**src/common/irqc_settings.svh**
```systemverilog
/*
 * Interrupt controller sizing and register map
 * Line count, bus widths and word offsets
 */
`ifndef IRQC_SETTINGS_SVH
`define IRQC_SETTINGS_SVH

// Interrupt lines, never more than the data width
`define IRQC_NIRQ 8
`define IRQC_DW 32
// Word address bits on the Wishbone port
`define IRQC_AW 3

// Word offsets
`define IRQC_REG_IMR 3'd0
`define IRQC_REG_IRR 3'd1
`define IRQC_REG_CTRL 3'd2
`define IRQC_REG_EDGE 3'd3
`define IRQC_REG_CLR 3'd4
`define IRQC_REG_VEC 3'd5

`endif

```
**src/common/irqc_pkg.sv**
```systemverilog
/*
 * Interrupt controller types
 * Wishbone request and response, channel control, mask and vector
 */
`default_nettype none

`include "irqc_settings.svh"

package irqc_pkg;

   // Index of one interrupt line
   typedef logic [$clog2(`IRQC_NIRQ)-1:0] irq_idx_t;

   // Master side of the Wishbone classic port
   typedef struct packed {
      logic                 cyc;
      logic                 stb;
      logic                 we;
      logic [`IRQC_AW-1:0]  adr;
      logic [`IRQC_DW-1:0]  dat;
   } wb_req_t;

   // Slave side, single-cycle ack
   typedef struct packed {
      logic                 ack;
      logic [`IRQC_DW-1:0]  dat;
   } wb_rsp_t;

   // Per-channel controls
   typedef struct packed {
      logic edge_mode;  // 1 selects rising-edge latch
      logic clr;        // One-cycle clear of the edge latch
   } chan_ctrl_t;

   // Mask bits plus global enable
   typedef struct packed {
      logic [`IRQC_NIRQ-1:0] imr;  // 1 blocks the line
      logic                  ire;
   } irq_mask_t;

   // Winning line from the arbiter
   typedef struct packed {
      logic     valid;
      irq_idx_t idx;
   } irq_vec_t;

endpackage

`default_nettype wire

```
**src/irqc/irq_arbiter.sv**
```systemverilog
/*
 * Fixed-priority arbiter
 * Masking, lowest-index select, registered intr and vector
 */
`timescale 1ns/1ps
`default_nettype none

`include "irqc_settings.svh"

module irq_arbiter (
   input  logic                    clk,
   input  logic                    rst,
   input  logic [`IRQC_NIRQ-1:0]   pending,
   input  irqc_pkg::irq_mask_t     mask,
   output logic                    intr,
   output irqc_pkg::irq_vec_t      vec
);
   import irqc_pkg::*;

   logic [`IRQC_NIRQ-1:0] masked;
   logic                  sel_valid;
   irq_idx_t              sel_idx;
   logic                  valid_r;
   irq_idx_t              idx_r;
   logic                  intr_r;

   // IMR bit set blocks the line
   assign masked = pending & ~mask.imr;

   // Scan downward so the lowest line is the last hit
   always_comb begin
      sel_valid = 1'b0;
      sel_idx   = '0;
      for (int i = `IRQC_NIRQ - 1; i >= 0; i--) begin
         if (masked[i]) begin
            sel_valid = 1'b1;
            sel_idx   = irq_idx_t'(i);
         end
      end
   end

   always_ff @(posedge clk) begin
      if (rst) begin
         valid_r <= 1'b0;
         idx_r   <= '0;
         intr_r  <= 1'b0;
      end else begin
         valid_r <= sel_valid;
         idx_r   <= sel_idx;
         // Only intr waits on IRE
         intr_r  <= sel_valid & mask.ire;
      end
   end

   // VEC shows valid even with IRE off, for polling
   assign vec  = irq_vec_t'{valid: valid_r, idx: idx_r};
   assign intr = intr_r;

endmodule

`default_nettype wire

```
**src/irqc/irq_channel.sv**
```systemverilog
/*
 * One interrupt line
 * Two-flop synchronizer, edge detect and sticky pending latch
 */
`timescale 1ns/1ps
`default_nettype none

module irq_channel (
   input  logic                 clk,
   input  logic                 rst,
   input  logic                 irq,
   input  irqc_pkg::chan_ctrl_t ctrl,
   output logic                 pending
);

   logic sync0_r;
   logic sync1_r;
   logic prev_r;
   logic latch_r;
   logic rise;

   // Raw line may change at any time
   always_ff @(posedge clk) begin
      if (rst) begin
         sync0_r <= 1'b0;
         sync1_r <= 1'b0;
         prev_r  <= 1'b0;
      end else begin
         sync0_r <= irq;
         sync1_r <= sync0_r;
         // Previous synchronized value
         prev_r  <= sync1_r;
      end
   end

   assign rise = sync1_r & ~prev_r;

   // Edge latch, set beats clear
   always_ff @(posedge clk) begin
      if (rst) begin
         latch_r <= 1'b0;
      end else if (ctrl.edge_mode && rise) begin
         latch_r <= 1'b1;
      end else if (ctrl.clr || !ctrl.edge_mode) begin
         // Level mode keeps it empty
         latch_r <= 1'b0;
      end
   end

   // Level mode follows the synchronized line
   assign pending = ctrl.edge_mode ? latch_r : sync1_r;

endmodule

`default_nettype wire

```
**src/irqc/irqc_regs.sv**
```systemverilog
/*
 * Wishbone classic register block
 * Holds IMR, IRE and EDGE, turns CLR writes into pulses, reads status
 */
`timescale 1ns/1ps
`default_nettype none

`include "irqc_settings.svh"

module irqc_regs (
   input  logic                                  clk,
   input  logic                                  rst,
   input  irqc_pkg::wb_req_t                     wb_req,
   output irqc_pkg::wb_rsp_t                     wb_rsp,
   output irqc_pkg::chan_ctrl_t [`IRQC_NIRQ-1:0] ctrl,
   output irqc_pkg::irq_mask_t                   mask,
   input  logic [`IRQC_NIRQ-1:0]                 pending,
   input  irqc_pkg::irq_vec_t                    vec
);
   import irqc_pkg::*;

   logic                  ack_r;
   logic [`IRQC_DW-1:0]   rdat_r;
   logic [`IRQC_DW-1:0]   rd_word;
   logic                  req_new;
   logic                  wr_en;

   // Control registers
   logic [`IRQC_NIRQ-1:0] imr_r;
   logic                  ire_r;
   logic [`IRQC_NIRQ-1:0] edge_r;
   logic [`IRQC_NIRQ-1:0] clr_r;

   // New cycle seen, ack not yet given
   assign req_new = wb_req.cyc & wb_req.stb & ~ack_r;
   assign wr_en   = req_new & wb_req.we;

   // Ack, register writes and clear pulses
   always_ff @(posedge clk) begin
      if (rst) begin
         ack_r  <= 1'b0;
         imr_r  <= '1;
         ire_r  <= 1'b0;
         edge_r <= '0;
         clr_r  <= '0;
      end else begin
         ack_r <= req_new;
         // Clear pulse lasts only the ack cycle
         clr_r <= '0;
         if (wr_en) begin
            case (wb_req.adr)
               `IRQC_REG_IMR:  imr_r  <= wb_req.dat[`IRQC_NIRQ-1:0];
               `IRQC_REG_CTRL: ire_r  <= wb_req.dat[0];
               `IRQC_REG_EDGE: edge_r <= wb_req.dat[`IRQC_NIRQ-1:0];
               `IRQC_REG_CLR:  clr_r  <= wb_req.dat[`IRQC_NIRQ-1:0];
               // IRR and VEC are read-only
               default: ;
            endcase
         end
      end
   end

   // Read mux, unused bits read as zero
   always_comb begin
      rd_word = '0;
      case (wb_req.adr)
         `IRQC_REG_IMR:  rd_word[`IRQC_NIRQ-1:0] = imr_r;
         `IRQC_REG_IRR:  rd_word[`IRQC_NIRQ-1:0] = pending;
         `IRQC_REG_CTRL: rd_word[0] = ire_r;
         `IRQC_REG_EDGE: rd_word[`IRQC_NIRQ-1:0] = edge_r;
         `IRQC_REG_VEC: begin
            // Valid in the top bit, index at the bottom
            rd_word[`IRQC_DW-1] = vec.valid;
            rd_word[$bits(irq_idx_t)-1:0] = vec.idx;
         end
         // CLR reads back zero
         default: ;
      endcase
   end

   // Read data captured with ack
   always_ff @(posedge clk) begin
      if (req_new) begin
         rdat_r <= rd_word;
      end
   end

   assign wb_rsp = wb_rsp_t'{ack: ack_r, dat: rdat_r};

   assign mask = irq_mask_t'{imr: imr_r, ire: ire_r};

   // Fan out to channels
   always_comb begin
      for (int i = 0; i < `IRQC_NIRQ; i++) begin
         ctrl[i].edge_mode = edge_r[i];
         ctrl[i].clr       = clr_r[i];
      end
   end

endmodule

`default_nettype wire

```
**src/logic/irqc_top.sv**
```systemverilog
/*
 * Interrupt controller top level
 * Register block, channel array and arbiter
 */
`timescale 1ns/1ps
`default_nettype none

`include "irqc_settings.svh"

module irqc_top (
   input  logic                  clk,
   input  logic                  rst,
   input  logic [`IRQC_NIRQ-1:0] irqs,
   input  irqc_pkg::wb_req_t     wb_req,
   output irqc_pkg::wb_rsp_t     wb_rsp,
   output logic                  intr
);
   import irqc_pkg::*;

   // Per-line controls from the register block
   chan_ctrl_t [`IRQC_NIRQ-1:0] ctrl;
   irq_mask_t                   mask;
   irq_vec_t                    vec;
   // One bit per channel
   logic [`IRQC_NIRQ-1:0]       pending;

   irqc_regs irqc_regs_inst (
      .clk     (clk),
      .rst     (rst),
      .wb_req  (wb_req),
      .wb_rsp  (wb_rsp),
      .ctrl    (ctrl),
      .mask    (mask),
      .pending (pending),
      .vec     (vec)
   );

   // Identical channels, one per line
   for (genvar i = 0; i < `IRQC_NIRQ; i++) begin : g_chan
      irq_channel irq_channel_inst (
         .clk     (clk),
         .rst     (rst),
         .irq     (irqs[i]),
         .ctrl    (ctrl[i]),
         .pending (pending[i])
      );
   end

   irq_arbiter irq_arbiter_inst (
      .clk     (clk),
      .rst     (rst),
      .pending (pending),
      .mask    (mask),
      .intr    (intr),
      .vec     (vec)
   );

endmodule

`default_nettype wire

```
**config.mk**
```make
export PLATFORM = sky130hd
export DESIGN_NAME = irqc_top
export DESIGN_NICKNAME = d
export VERILOG_FILES = /design/src/common/irqc_pkg.sv /design/src/irqc/irq_arbiter.sv /design/src/irqc/irq_channel.sv /design/src/irqc/irqc_regs.sv /design/src/logic/irqc_top.sv
export VERILOG_INCLUDE_DIRS = /design/src /design/src/common
export SDC_FILE = /design/constraint.sdc
export NUM_CORES = 1
export LEC_CHECK = 0
export BUFFER_PORTS_ARGS = -buffer_cell sky130_fd_sc_hd__buf_2
export CORE_MARGIN = 2
export CORE_UTILIZATION = 30
export DETAILED_ROUTE_END_ITERATION = 16
export PLACE_DENSITY_LB_ADDON = 0.2
export SLEW_MARGIN = 20
export SYNTH_ARGS = -nofsm -noshare
export SYNTH_HDL_FRONTEND = slang
export SYNTH_HIERARCHICAL = 1
export SYNTH_SLANG_ARGS = --single-unit
```
**constraint.sdc**
```tcl
create_clock -name clk -period 1.59 [get_ports clk]
set_clock_uncertainty 0.15 [all_clocks]
set_input_delay 0.159 -clock clk [delete_from_list [all_inputs] [get_ports clk]]
set_output_delay 0.159 -clock clk [all_outputs]
set_load 0.05 [all_outputs]
```
==> out/metrics.cfg <==
[clocking]
clkLatencyLatePin_ns = 0.35
cts-root-buf = clkbuf_8
cts_buffer_depth = 2
cts_buffers = 9
clkTransAtPathRegs_ns = 0.07
cts_tree = built
clock-sinks = 72
h-tree-depth = 3

[critical_path]
cp.depth = 5
end_kind = flip-flop
max_stage_delay_ns = 0.35
r2r-end = irq_arbiter_inst/idx_r[0]$_SDFF_PP0_
r2r_start = irqc_regs_inst/edge_r[7]$_SDFFE_PP0P_
crit_path_max_fanout = 3
cpMaxStageDelayCell = dfxtp_1
cp_num_buf_inv = 0
crit_type = flip-flop to flip-flop
path_cells = mux2_4, nor2b_1, a21boi_2, o21ai_1, a31o_1
r2r_cells = 5
start_kind = flip-flop
worstPathRequired_ns = 1.69
arrival_ns = 1.61
crit_family = compound AO/OA/AOI/OAI gates
worst-r2r-setup-slack_ns = 0.08

[worst_hold_path]
hold_path_class = primary input to flip-flop
hold_depth = 2
hold_path_startpoint = rst
min_to = g_chan[3].irq_channel_inst/prev_r$_SDFF_PP0_

[sta]
setup_slack_ns = 0.0795
holdWs_ns = 0.0225
finalHoldViolations = 0
finalCritPeriodShare_pct = 95.0
max_freq_ghz = 0.662
rsz0062_at_grt = false
drv_slew = 0
setup-tns-final_ns = 0
finalCriticalPeriod_ns = 1.51
setup_viol = 0

[route]
drc = 0
wire_per_inst_microns = 11.2
vias = 2135
drt-total-wl_microns = 5880
drtAntennaViolNets = 0
drtIter0Drc = 50
vias_per_cell = 4.07
dr.pass1.iters = 4

[finish]
area_growth_pct = 24.9
antenna-diode-count = 0
nets = 431
final_cell_count_no_fill = 524
nFillCells = 1045
drive_gt1_share_pct = 27.1

[pwr]
pwr-share-seq_pct = 48.1
p_clk_share_pct = 40.8
powerDensity_nw_per_um2 = 983
leakagePower_uw = 0.00162
switching_share_pct = 24.1
p_switching_uw = 947
ir_drop_mv = 0.398
p_int_uw = 2980
total_power_uw = 3930
pwr-share-comb_pct = 11.0

[grt]
grt.met1_usage_pct = 14.3
grt_pass1_vias = 2008
grt_overflow = 0
grt_use_total_pct = 11.3
grt_start_max_net_pins = 27
use_met3_pct = 2.00
grt_pass1_wl_microns = 9690
antenna_found_initial = 0
grtUsageMet2_pct = 17.1
busiest_layer = met2

[placed_design]
pre_cts_ws_ns = 0.0478
place_inst = 490
dp_hpwl_microns = 4160
place_congestion = 0.718
port_buffers = 34

[die]
die-area_sq_um = 11500
ios = 82
initial_utilization_pct = 31.0
num_rows = 37
die_h_microns = 107
core_area_sq_um = 10300
fp.dieW_microns = 107

[logic_synthesis]
synthMuxAreaShare_pct = 11.9
syn_inst = 307
syn_avg_cell_area_sq_um = 10.4
synth_xor_area_share_pct = 0
synthAdderAreaFrac_pct = 0
synth_edf_count = 9
yosysWarnings = 6
synth_top_family_by_area = simple AND/OR/NAND/NOR gates
ys_seq_elements = 72
synth-compound-area-share_pct = 4.49
synthFlopType = dfxtp_1
yosysSeqAreaShare_pct = 47.8
syn_area_sq_um = 3200
async_flop_share_pct = 0
yosysUniqueCellTypes = 45
yosys.area_share.simple_pct = 27.5

[status]
status = finished, final reports clean

[job]
cap_violations = 0

-- cell usage in the layout, fill, tap and decap left out, types with 5 or more instances in the layout --
master and n:
dfxtp_1 63, dlygate4sd3_1 18, or2_2 5, nand2_1 9, edfxtp_1 9, conb_1 23, mux2i_1 26, clkbuf_8 12
buf_4 28, nand2b_1 45, nor2b_1 25, a21oi_1 13, mux2_4 8, buf_2 34, and2_1 9, nor2_1 21
-- cell type report --
type                       instances  area, sq um  share of cell area [%]
sequential                        72         1530                    38.3
multi-input combinational        219         1510                    37.7
timing repair buffer              80          561                    14.0
clock buffer                      15          198                    4.94
tap                              136          170                    4.25
clock inverter                     1         30.0                   0.751
inverter                           1         3.75                  0.0938
-- metrics by stage --
stage                     util, %  area, sq um
after floorplan                 -         3290
after global placement       34.7         3580
after detailed placement     34.7         3580
after CTS                    38.6         3990
after global routing         38.7         4000
final                        38.7         4000
-- Yosys cell counts, types with 2 or more instances --
cell type | n | area share (%)
buf_4 | 27 | 6.3
buf_2 | 2 | 0.31
nand2_1 | 9 | 1.1
or2_2 | 5 | 0.98
clkbuf_1 | 6 | 0.70
a21oi_1 | 13 | 2.0
nor4_2 | 2 | 0.78
buf_6 | 2 | 0.70
o22ai_1 | 2 | 0.39
mux2_4 | 8 | 3.8
edfxtp_1 | 9 | 8.4
nand2b_1 | 45 | 8.8
nor3b_1 | 3 | 0.70
nor2b_1 | 25 | 4.9
dfxtp_1 | 63 | 39
nor2_1 | 21 | 2.5
mux2i_1 | 26 | 8.1
nor3_1 | 2 | 0.31
and2_1 | 9 | 1.8
a31oi_1 | 2 | 0.39
nand2b_4 | 2 | 0.86
-- worst reg2reg max path, cell delays in order (launching register included) --
cell      delay (ns)
dfxtp_1         0.35
mux2_4          0.32
nor2b_1         0.14
a21boi_2        0.14
o21ai_1         0.07
a31o_1          0.23
-- worst max-delay path by stage --
stage / endpoint / slack (ns) / start
after floorplan: irq_arbiter_inst/idx_r[0]$_SDFF_PP0_ / 0.14 / irqc_regs_inst/edge_r[7]$_SDFFE_PP0P_
after global placement: irqc_regs_inst/edge_r[1]$_SDFFE_PP0P_ / 0.08 / irqc_regs_inst/ack_r$_SDFF_PP0_
after detailed placement: irqc_regs_inst/edge_r[4]$_SDFFE_PP0P_ / 0.05 / irqc_regs_inst/ack_r$_SDFF_PP0_
after CTS: irqc_regs_inst/edge_r[4]$_SDFFE_PP0P_ / 0.03 / irqc_regs_inst/ack_r$_SDFF_PP0_
after global routing: irq_arbiter_inst/idx_r[0]$_SDFF_PP0_ / 0.006 / irqc_regs_inst/edge_r[7]$_SDFFE_PP0P_
final: irq_arbiter_inst/idx_r[0]$_SDFF_PP0_ / 0.08 / irqc_regs_inst/edge_r[7]$_SDFFE_PP0P_
-- metal layers --
| layer | up-vias | share of wire, % | routed length (microns) |
|---|---|---|---|
| li1 | 1115 | - | - |
| met1 | 957 | 49 | 2870 |
| met5 | - | 0 | 0 |
| met3 | 13 | 4.2 | 248 |
| met4 | 0 | 3.3 | 196 |
| met2 | 50 | 44 | 2560 |
-- registers in the layout (all words and copies together) (netlist names), 3 cells and up --
signal	flops
g_chan.irq_channel_inst/latch_r	8
g_chan.irq_channel_inst/prev_r	8
g_chan.irq_channel_inst/sync0_r	8
g_chan.irq_channel_inst/sync1_r	8
irq_arbiter_inst/idx_r	3
irqc_regs_inst/clr_r	8
irqc_regs_inst/edge_r	8
irqc_regs_inst/imr_r	8
irqc_regs_inst/rdat_r	9
-- cells by family (layout without fill, tap and decap cells) --
logic type	after synthesis	in the layout
AO/OA/AOI/OAI	24	24
other	1	23
AND/OR/NAND/NOR	138	138
flip-flops	72	72
multiplexers	34	34
buffers and inverters	38	97
-- power by group through the flow --
stage | Sequential (uW) | Clock [uW] | Combinational, uW
after CTS | 1890 | 1660 | 437
after global routing | 1900 | 1720 | 468
final | 1890 | 1610 | 434
after detailed placement | 1930 | 0 | 403
after floorplan | 1970 | 0 | 311
after global placement | 1930 | 0 | 401
-- repair_timing --
item / in CTS / in global routing
gates resized for setup: 0 / 2
buffers inserted: 0 / 0
setup endpoints to repair: 0 / 5
endpoints found under the hold margin: 34 / 0
hold buffers: 18 / 0
(Power assumes the default switching activity.)
